`config.mk`:
```
export PLATFORM = sky130hd
export DESIGN_NAME = vec_front_top
export DESIGN_NICKNAME = d
export VERILOG_FILES = /design/src/logic/vec_front_pkg.sv /design/src/logic/vec_front_ifs.sv /design/src/logic/instr_classifier.sv /design/src/logic/renaming_unit.sv /design/src/logic/vcfg_regs.sv /design/src/logic/vec_front_top.sv /design/src/logic/vrf_beat_seq.sv
export SDC_FILE = /design/constraint.sdc
export NUM_CORES = 1
export LEC_CHECK = 0
export BUFFER_PORTS_ARGS = -buffer_cell sky130_fd_sc_hd__buf_2
export CORE_ASPECT_RATIO = 1.2
export CORE_MARGIN = 2
export CORE_UTILIZATION = 50
export DETAILED_ROUTE_END_ITERATION = 10
export GPL_TIMING_DRIVEN = 0
export PLACE_DENSITY = 0.7
export REMOVE_ABC_BUFFERS = 1
export SLEW_MARGIN = 0
export SYNTH_ARGS = -nofsm -noshare
export SYNTH_HDL_FRONTEND = slang
export SYNTH_SLANG_ARGS = --single-unit
```
`constraint.sdc`:
```
create_clock -name clk -period 3.6 [get_ports clk]
set_clock_uncertainty 0.15 [all_clocks]
set_input_delay 0.36 -clock clk [delete_from_list [all_inputs] [get_ports clk]]
set_output_delay 0.36 -clock clk [all_outputs]
set_load 0.05 [all_outputs]
```
`src/logic/vec_front_pkg.sv`:
```
`default_nettype none

package vec_front_pkg;

   // architectural register file
   localparam int VREG_NUM  = 32;
   localparam int GROUP_MAX = 8;

   // major opcodes of the vector extension
   typedef enum logic [6:0] {
      OPC_LOAD_FP  = 7'h07,
      OPC_STORE_FP = 7'h27,
      OPC_OP_V     = 7'h57
   } opcode_e;

   // funct3 of OP-V
   typedef enum logic [2:0] {
      F3_OPIVV = 3'd0,
      F3_OPFVV = 3'd1,
      F3_OPMVV = 3'd2,
      F3_OPIVI = 3'd3,
      F3_OPIVX = 3'd4,
      F3_OPFVF = 3'd5,
      F3_OPMVX = 3'd6,
      F3_OPCFG = 3'd7
   } vfunct3_e;

   // instruction field positions
   localparam int FIELD_VD_LSB    = 7;
   localparam int FIELD_F3_LSB    = 12;
   localparam int FIELD_VS1_LSB   = 15;
   localparam int FIELD_VS2_LSB   = 20;
   localparam int FIELD_VLMUL_LSB = 20;

   typedef enum logic [2:0] {
      CLS_NONE     = 3'd0,
      CLS_ARITH_VV = 3'd1,
      CLS_ARITH_VX = 3'd2,
      CLS_ARITH_VI = 3'd3,
      CLS_LOAD     = 3'd4,
      CLS_STORE    = 3'd5,
      CLS_CFG      = 3'd6,
      CLS_ILLEGAL  = 3'd7
   } instr_class_e;

   // same encoding as vlmul codes 0 to 3
   typedef enum logic [1:0] {
      LMUL_1 = 2'd0,
      LMUL_2 = 2'd1,
      LMUL_4 = 2'd2,
      LMUL_8 = 2'd3
   } lmul_e;

endpackage

`default_nettype wire

```
`src/logic/vec_front_ifs.sv`:
```
`timescale 1ns/1ns
`default_nettype none

// decoded instruction, fields qualified by vld
interface dec_if;
   logic                        vld;
   vec_front_pkg::instr_class_e cls;
   logic [4:0]                  vd;
   logic [4:0]                  vs1;
   logic [4:0]                  vs2;
   vec_front_pkg::lmul_e        lmul_field;

   modport src (output vld, cls, vd, vs1, vs2, lmul_field);
   modport dst (input vld, cls, vd, vs1, vs2, lmul_field);
endinterface

// starting addresses for a whole register group
interface grp_if
  #(
    parameter int AW = 9
    );
   logic [vec_front_pkg::GROUP_MAX-1:0][AW-1:0] waddr_grp;
   logic [vec_front_pkg::GROUP_MAX-1:0][AW-1:0] raddr0_grp;
   logic [vec_front_pkg::GROUP_MAX-1:0][AW-1:0] raddr1_grp;
   vec_front_pkg::lmul_e                        lmul;

   modport src (output waddr_grp, raddr0_grp, raddr1_grp, lmul);
   modport dst (input waddr_grp, raddr0_grp, raddr1_grp, lmul);
endinterface

`default_nettype wire

```
`src/logic/instr_classifier.sv`:
```
`timescale 1ns/1ns
`default_nettype none

module instr_classifier
  (
   input  wire logic        clk,
   input  wire logic        rst_n_i,
   input  wire logic        instr_vld_i,
   input  wire logic [31:0] instr_i,
   dec_if.src               dec
   );

   logic [31:0]                 instr_q;
   logic                        vld_q;
   logic [2:0]                  vlmul;
   vec_front_pkg::instr_class_e cls;

   // word is held until the next strobe
   always_ff @(posedge clk)
   begin
      if (instr_vld_i)
      begin
         instr_q <= instr_i;
      end
   end

   always_ff @(posedge clk)
   begin
      if (!rst_n_i)
      begin
         vld_q <= 1'b0;
      end
      else
      begin
         vld_q <= instr_vld_i;
      end
   end

   // sort by major opcode, then funct3 for OP-V
   always_comb
   begin
      cls = vec_front_pkg::CLS_ILLEGAL;
      if (!vld_q)
      begin
         cls = vec_front_pkg::CLS_NONE;
      end
      else
      begin
         case (instr_q[6:0])
            vec_front_pkg::OPC_OP_V:
            begin
               case (instr_q[vec_front_pkg::FIELD_F3_LSB +: 3])
                  vec_front_pkg::F3_OPIVV,
                  vec_front_pkg::F3_OPMVV: cls = vec_front_pkg::CLS_ARITH_VV;
                  vec_front_pkg::F3_OPIVX: cls = vec_front_pkg::CLS_ARITH_VX;
                  vec_front_pkg::F3_OPIVI: cls = vec_front_pkg::CLS_ARITH_VI;
                  vec_front_pkg::F3_OPCFG: cls = vec_front_pkg::CLS_CFG;
                  // float and scalar-result forms are not handled here
                  default:                 cls = vec_front_pkg::CLS_ILLEGAL;
               endcase
            end
            vec_front_pkg::OPC_LOAD_FP:  cls = vec_front_pkg::CLS_LOAD;
            vec_front_pkg::OPC_STORE_FP: cls = vec_front_pkg::CLS_STORE;
            default:                     cls = vec_front_pkg::CLS_ILLEGAL;
         endcase
      end
   end

   assign vlmul = instr_q[vec_front_pkg::FIELD_VLMUL_LSB +: 3];

   assign dec.vld = vld_q;
   assign dec.cls = cls;
   assign dec.vd  = instr_q[vec_front_pkg::FIELD_VD_LSB +: 5];
   assign dec.vs1 = instr_q[vec_front_pkg::FIELD_VS1_LSB +: 5];
   assign dec.vs2 = instr_q[vec_front_pkg::FIELD_VS2_LSB +: 5];

   // fractional codes 4..7 fold onto a single register
   assign dec.lmul_field = vlmul[2] ? vec_front_pkg::LMUL_1
                                    : vec_front_pkg::lmul_e'(vlmul[1:0]);

endmodule

`default_nettype wire

```
`src/logic/renaming_unit.sv`:
```
`timescale 1ns/1ns
`default_nettype none

module renaming_unit
  #(
    parameter int VLEN      = 4096,
    parameter int VLANE_NUM = 8
    )
   (
    dec_if.dst                       dec,
    input wire vec_front_pkg::lmul_e lmul_i,
    grp_if.src                       grp
    );

   localparam int MEM_DEPTH = VLEN / VLANE_NUM;
   localparam int AW        = $clog2(MEM_DEPTH);
   // words per lane taken by one architectural register
   localparam int REG_SIZE  = VLEN / vec_front_pkg::VREG_NUM / VLANE_NUM;

   typedef logic [vec_front_pkg::VREG_NUM-1:0][AW-1:0] base_tbl_t;

   // identity map for now, register r starts at r * REG_SIZE
   function automatic base_tbl_t init_base_tbl();
      base_tbl_t tbl;
      for (int r = 0; r < vec_front_pkg::VREG_NUM; r++)
      begin
         tbl[r] = AW'(r * REG_SIZE);
      end
      return tbl;
   endfunction

   localparam base_tbl_t BASE_TBL = init_base_tbl();

   // base of register reg_idx+k, wrapping past v31
   function automatic logic [AW-1:0] slot_base(input logic [4:0] reg_idx, input int k);
      logic [4:0] idx;
      idx = reg_idx + 5'(k);
      return BASE_TBL[idx];
   endfunction

   logic [4:0] rs1_idx;

   // store data register lives in the vd field
   assign rs1_idx = (dec.cls == vec_front_pkg::CLS_STORE) ? dec.vd : dec.vs1;

   always_comb
   begin
      for (int k = 0; k < vec_front_pkg::GROUP_MAX; k++)
      begin
         grp.waddr_grp[k]  = slot_base(dec.vd, k);
         grp.raddr0_grp[k] = slot_base(rs1_idx, k);
         grp.raddr1_grp[k] = slot_base(dec.vs2, k);
      end
   end

   // group size rides along with the addresses
   assign grp.lmul = lmul_i;

endmodule

`default_nettype wire

```
`src/logic/vcfg_regs.sv`:
```
`timescale 1ns/1ns
`default_nettype none

module vcfg_regs
  (
   input  wire logic            clk,
   input  wire logic            rst_n_i,
   dec_if.dst                   dec,
   output vec_front_pkg::lmul_e lmul_o
   );

   logic cfg_load;

   // vsetvli, vsetivli and vsetvl all land here
   assign cfg_load = dec.vld && (dec.cls == vec_front_pkg::CLS_CFG);

   // lmul_field already carries fractional codes as LMUL_1
   always_ff @(posedge clk)
   begin
      if (!rst_n_i)
      begin
         lmul_o <= vec_front_pkg::LMUL_1;
      end
      else if (cfg_load)
      begin
         lmul_o <= dec.lmul_field;
      end
   end

endmodule

`default_nettype wire

```
`src/logic/vec_front_top.sv`:
```
`timescale 1ns/1ns
`default_nettype none

module vec_front_top
  #(
    parameter int  VLEN      = 4096,
    parameter int  VLANE_NUM = 8,
    localparam int AW        = $clog2(VLEN / VLANE_NUM)
    )
   (
    input  wire logic                 clk,
    input  wire logic                 rst_n_i,
    input  wire logic                 instr_vld_i,
    input  wire logic [31:0]          instr_i,
    input  wire logic                 stall_i,
    output wire logic                 busy_o,
    output wire logic                 addr_vld_o,
    output wire logic [AW-1:0]        waddr_o,
    output wire logic [AW-1:0]        raddr0_o,
    output wire logic [AW-1:0]        raddr1_o,
    output wire logic                 beat_last_o,
    output wire logic                 illegal_o,
    output wire vec_front_pkg::lmul_e lmul_o
    );

   dec_if            u_dec_if ();
   grp_if #(.AW(AW)) u_grp_if ();

   instr_classifier u_classifier
     (
      .clk         (clk),
      .rst_n_i     (rst_n_i),
      .instr_vld_i (instr_vld_i),
      .instr_i     (instr_i),
      .dec         (u_dec_if.src)
      );

   vcfg_regs u_vcfg
     (
      .clk     (clk),
      .rst_n_i (rst_n_i),
      .dec     (u_dec_if.dst),
      .lmul_o  (lmul_o)
      );

   // current group size feeds renaming alongside the decoded fields
   renaming_unit
     #(
       .VLEN      (VLEN),
       .VLANE_NUM (VLANE_NUM)
       )
   u_rename
     (
      .dec    (u_dec_if.dst),
      .lmul_i (lmul_o),
      .grp    (u_grp_if.src)
      );

   vrf_beat_seq
     #(
       .VLEN      (VLEN),
       .VLANE_NUM (VLANE_NUM)
       )
   u_seq
     (
      .clk         (clk),
      .rst_n_i     (rst_n_i),
      .dec         (u_dec_if.dst),
      .grp         (u_grp_if.dst),
      .stall_i     (stall_i),
      .busy_o      (busy_o),
      .addr_vld_o  (addr_vld_o),
      .waddr_o     (waddr_o),
      .raddr0_o    (raddr0_o),
      .raddr1_o    (raddr1_o),
      .beat_last_o (beat_last_o),
      .illegal_o   (illegal_o)
      );

endmodule

`default_nettype wire

```
`src/logic/vrf_beat_seq.sv`:
```
`timescale 1ns/1ns
`default_nettype none

module vrf_beat_seq
  #(
    parameter int  VLEN      = 4096,
    parameter int  VLANE_NUM = 8,
    localparam int MEM_DEPTH = VLEN / VLANE_NUM,
    localparam int AW        = $clog2(MEM_DEPTH)
    )
   (
    input  wire logic  clk,
    input  wire logic  rst_n_i,
    dec_if.dst         dec,
    grp_if.dst         grp,
    input  wire logic  stall_i,
    output logic       busy_o,
    output logic       addr_vld_o,
    output logic [AW-1:0] waddr_o,
    output logic [AW-1:0] raddr0_o,
    output logic [AW-1:0] raddr1_o,
    output logic       beat_last_o,
    output logic       illegal_o
    );

   typedef enum logic {
      SEQ_IDLE,
      SEQ_RUN
   } seq_state_e;

   seq_state_e state_q;
   logic [2:0] beat_q;
   logic [2:0] last_idx_q;
   logic [vec_front_pkg::GROUP_MAX-1:0][AW-1:0] wgrp_q;
   logic [vec_front_pkg::GROUP_MAX-1:0][AW-1:0] r0grp_q;
   logic [vec_front_pkg::GROUP_MAX-1:0][AW-1:0] r1grp_q;
   logic       run_cls;
   logic       start;
   logic       accept;
   logic       last_beat;

   // index of the final beat for a group size
   function automatic logic [2:0] last_index(input vec_front_pkg::lmul_e lmul);
      logic [2:0] idx;
      case (lmul)
         vec_front_pkg::LMUL_2: idx = 3'd1;
         vec_front_pkg::LMUL_4: idx = 3'd3;
         vec_front_pkg::LMUL_8: idx = 3'd7;
         default:               idx = 3'd0;
      endcase
      return idx;
   endfunction

   // only classes that touch the register file get beats
   assign run_cls = dec.cls inside {vec_front_pkg::CLS_ARITH_VV, vec_front_pkg::CLS_ARITH_VX,
                                    vec_front_pkg::CLS_ARITH_VI, vec_front_pkg::CLS_LOAD,
                                    vec_front_pkg::CLS_STORE};

   assign start     = dec.vld && run_cls && (state_q == SEQ_IDLE);
   assign accept    = addr_vld_o && !stall_i;
   assign last_beat = (beat_q == last_idx_q);

   always_ff @(posedge clk)
   begin
      if (!rst_n_i)
      begin
         state_q    <= SEQ_IDLE;
         beat_q     <= 3'd0;
         last_idx_q <= 3'd0;
      end
      else
      begin
         case (state_q)
            SEQ_IDLE:
            begin
               if (start)
               begin
                  state_q    <= SEQ_RUN;
                  beat_q     <= 3'd0;
                  last_idx_q <= last_index(grp.lmul);
               end
            end
            SEQ_RUN:
            begin
               if (accept)
               begin
                  if (last_beat)
                  begin
                     state_q <= SEQ_IDLE;
                  end
                  beat_q <= beat_q + 3'd1;
               end
            end
            default: state_q <= SEQ_IDLE;
         endcase
      end
   end

   // group snapshot, renaming output is only valid with dec.vld
   always_ff @(posedge clk)
   begin
      if (start)
      begin
         wgrp_q  <= grp.waddr_grp;
         r0grp_q <= grp.raddr0_grp;
         r1grp_q <= grp.raddr1_grp;
      end
   end

   assign addr_vld_o  = (state_q == SEQ_RUN);
   assign beat_last_o = addr_vld_o && last_beat;
   assign waddr_o     = wgrp_q[beat_q];
   assign raddr0_o    = r0grp_q[beat_q];
   assign raddr1_o    = r1grp_q[beat_q];

   // decode cycle counts as busy even when no beats follow
   assign busy_o    = dec.vld || addr_vld_o;
   assign illegal_o = dec.vld && (dec.cls == vec_front_pkg::CLS_ILLEGAL);

endmodule

`default_nettype wire

```
==> flow_summary_export.csv <==
group,metric,value,unit
outcome,status,"complete, no violations",
clock_tree,cts_resized,0,
clock_tree,htree_levels,4,
place,placed_cell_area,6401,sq um
floorplanning,dieArea,13020,sq um
power_and_ir_drop,power.density,512.5,nW/um^2
floorplanning,start_util,50.73,%
global_route,track_usage,17.81,%
timing,report.final.slew_viol_count,0,
clock_tree,root_buffer,"clkbuf_16",
logic_synthesis,synth_top_area_share,56.98,%
power_and_ir_drop,pwr-share-seq,45.7,%
global_route,grt_max_degree,69,
clock_tree,numCtsBuffers,17,
worst_hold_path,hp-class,"in -> reg",
detailed_routing,num_vias,3464,
logic_synthesis,yosysSeqAreaShare,60.28,%
place,dpl.hpwl,6881,um
clock_tree,cts.path.max_buffers,2,
timing,clock.fmax,309.2,MHz
logic_synthesis,synth_cell_types,49,
layout,antenna_cells,0,
clock_tree,clkTransAtPathRegs,50,ps
power_and_ir_drop,intPower,2.917,mW
critical_path,path_cells,"nand4bb_1 > o21ai_0 > and2_1 > inv_1 > ha_1 > o211a_1 > a311oi_1 > xor2_1",
power_and_ir_drop,p_sw,801.5,uW
timing,hold_viol,0,
floorplanning,coreArea,11950,sq um
logic_synthesis,synth_edf_count,115,
critical_path,critPathMaxFanout,11,
detailed_routing,firstDrtPassIters,4,
timing,fin_crit_sh,89.85,%
logic_synthesis,synth_flop_cell,"edfxtp_1",
logic_synthesis,synth.avg_cell_area,14.57,sq um
logic_synthesis,synthTopCellsByCount,"edfxtp_1, xnor2_1, nand2_1",
logic_synthesis,yosys.area_share.adder,4.335,%
critical_path,critical_path.top_delay_family,"simple AND/OR/NAND/NOR gates",
timing,final.setup.tns,0,ps
power_and_ir_drop,switching_share,21.56,%
logic_synthesis,synth_top_family_by_area,"multiplexers",
logic_synthesis,yosys_register_bits,125,
logic_synthesis,synth-compound-area-share,5.491,%
logic_synthesis,synthMuxAreaShare,11.23,%
power_and_ir_drop,peakVddDrop,0.3225,mV
detailed_routing,drt-initial-drc-count,166,
floorplanning,row_count,44,
critical_path,slowest_stage,"nand4bb_1",
timing,fin_crit,3235,ps
layout,area_growth,19.69,%
power_and_ir_drop,clock_power_share,46.5,%
detailed_routing,routed_wirelength,10940,um
place,gp_congestion,0.8555,
critical_path,critPathBufInv,1,
flow_run,maxCapViolCount,0,
logic_synthesis,synthCells,416,
logic_synthesis,async_flop_share,0,%
critical_path,start_kind,"flip-flop",
power_and_ir_drop,p_leak,2.642,nW
clock_tree,clock_latency,410,ps
timing,setup_viol,0,
global_route,grt_pass1_wl,17580,um
critical_path,critPathKind,"reg -> reg",
timing,max-slew-margin-rel,13.36,%
global_route,grt_pass1_vias,3585,
layout,final_layout_size_suffix_gt1_share,24.60,%
detailed_routing,ant_nets,0,
timing,rsz0062_at_grt,"no",
logic_synthesis,yosys.area_share.simple,6.069,%
clock_tree,cts_sinks,125,
logic_synthesis,yosys-top-cells-area,"edfxtp_1, mux4_2, xnor2_1",
global_route,grt_overflow,0,
place,io_buffers,49,
logic_synthesis,synth_top_area_cell,"edfxtp_1",
logic_synthesis,yosysWarnings,0,
clock_tree,cts_tree,"yes",
logic_synthesis,synthXorXnorAreaFrac,7.514,%
logic_synthesis,synth.most_common_cell,"edfxtp_1",
critical_path,cp-end-kind,"flip-flop",
power_and_ir_drop,comb_power_share,7.8,%
detailed_routing,vias_per_cell,5.241,
logic_synthesis,netlist_area,6061,sq um
floorplanning,dieHeight,124.6,um
timing,tightest_slew,1298,ps
floorplanning,dieWidth,104.5,um
layout,nets,544,
floorplanning,io_pins,69,
layout,final_area,7254,sq um
critical_path,cp_data_required_time,3600,ps
global_route,antenna_found_initial,0,
critical_path,cpPeakStageDelay,610,ps
detailed_routing,route.detailed.drc,0,
critical_path,worstPathArrival,3230,ps
detailed_routing,routedWlPerCell,16.55,um
[power by group through the flow]
stage | registers [mW] | clock network (mW) | logic (mW)
after floorplan | 1.71 | 0 | 0.205
after global placement | 1.73 | 0 | 0.259
after detailed placement | 1.73 | 0 | 0.269
after CTS | 1.70 | 1.76 | 0.294
after global routing | 1.70 | 1.83 | 0.324
final | 1.70 | 1.73 | 0.291
[layout by cell type, fill, tap and decap left out, drive strengths merged, types with 2 or more instances in the layout]
cell type,synthesis,final
xnor2,41,41
nor3,3,3
o211a,2,2
and2,4,4
nand2,27,27
nor2,5,5
a21oi,15,15
a311oi,2,2
o2111ai,2,2
o2bb2a,2,2
buf,24,51
xor2,11,11
o211ai,2,2
mux2,12,12
clkinv,0,9
and4b,2,2
nor3b,2,2
clkbuf,11,17
o31a,2,2
conb,1,12
ha,21,21
o21a,2,2
nor2b,3,3
mux2i,6,6
nor4,2,2
nand3,11,11
dfxtp,10,10
bufinv,0,4
clkinvlp,0,2
mux4,21,21
dlygate4sd3,0,25
edfxtp,115,115
nand2b,3,3
o22ai,3,3
o21ai,10,10
inv,28,28
[worst paths after layout]
path / startpoint / end / slack (ps) / depth (start not counted)
max reg2reg: u_classifier.instr_q[6] / u_seq.r0grp_q[53] / 370 / 8
min: stall_i / u_seq.addr_vld_o / 120 / 3
min reg2reg: u_seq.last_idx_q[2] / u_seq.last_idx_q[2] / 330 / 2
max: u_classifier.instr_q[6] / u_seq.r0grp_q[53] / 370 / 8
[worst register-to-register path, delay by kind of cell, from the launching register on]
kind	cells	cell delay, ps
buf+inv	1	120
flops	1	470
xor+xnor	1	110
fa+ha+maj	1	310
simple gates	2	960
compound gates	3	860
[cells by family after synthesis]
kind of cell	count (synthesis)
other	1
and+or+nand+nor	67
AOI/OAI and AO/OA	48
muxes	39
DFF	125
adders and majority gates	21
buffers and inverters	63
xor gates and xnor gates	52
[stage by stage]
step	std cells	total power [mW]	setup WS, ps	hold slack, ps	util (%)
2_1_floorplan	392	1.918	900.6	298.0	-
3_3_place_gp	602	1.985	255.9	311.0	53.15
3_5_place_dp	604	1.997	403.6	315.0	53.58
4_1_cts	661	3.750	389.1	107.7	60.72
5_1_grt	661	3.852	162.4	128.3	60.72
6_report	661	3.718	365.3	118.3	60.72
[per-layer routing]
layer  share of wire, %  vias up  GRT usage (%)  wire [um]
met4                1.4        0          6.598        153
met3                4.1       11          5.024        445
met1                 40     1725          20.29       4421
li1                   -     1654              -          -
met2                 54       74          31.68       5921
met5                  0        -              0          0
[timing repair]
action / CTS / global route
setup buffers: 0 / 0
hold buffers: 25 / 0
hold endpoints to repair: 25 / 0
[flip-flops by register name, summed over array words and instances (netlist names)]
register,flops
u_seq.beat_q,3
u_vcfg.lmul_o,2
u_seq.addr_vld_o,1
u_seq.r0grp_q,30
u_classifier.dec.vld,1
u_classifier.instr_q,25
u_seq.r1grp_q,30
u_seq.last_idx_q,3
u_seq.wgrp_q,30
[cell type report]
type                    instances  area [sq um]
multi-input cells             239          2145
clock buffers                  17         425.4
well taps                     161         201.4
clock inverters                15         177.7
repair buffers                 76         543.0
fillers                       900          4692
flip-flops and latches        125          3655
inverters                      28         107.6
(Power assumes the default switching activity.)
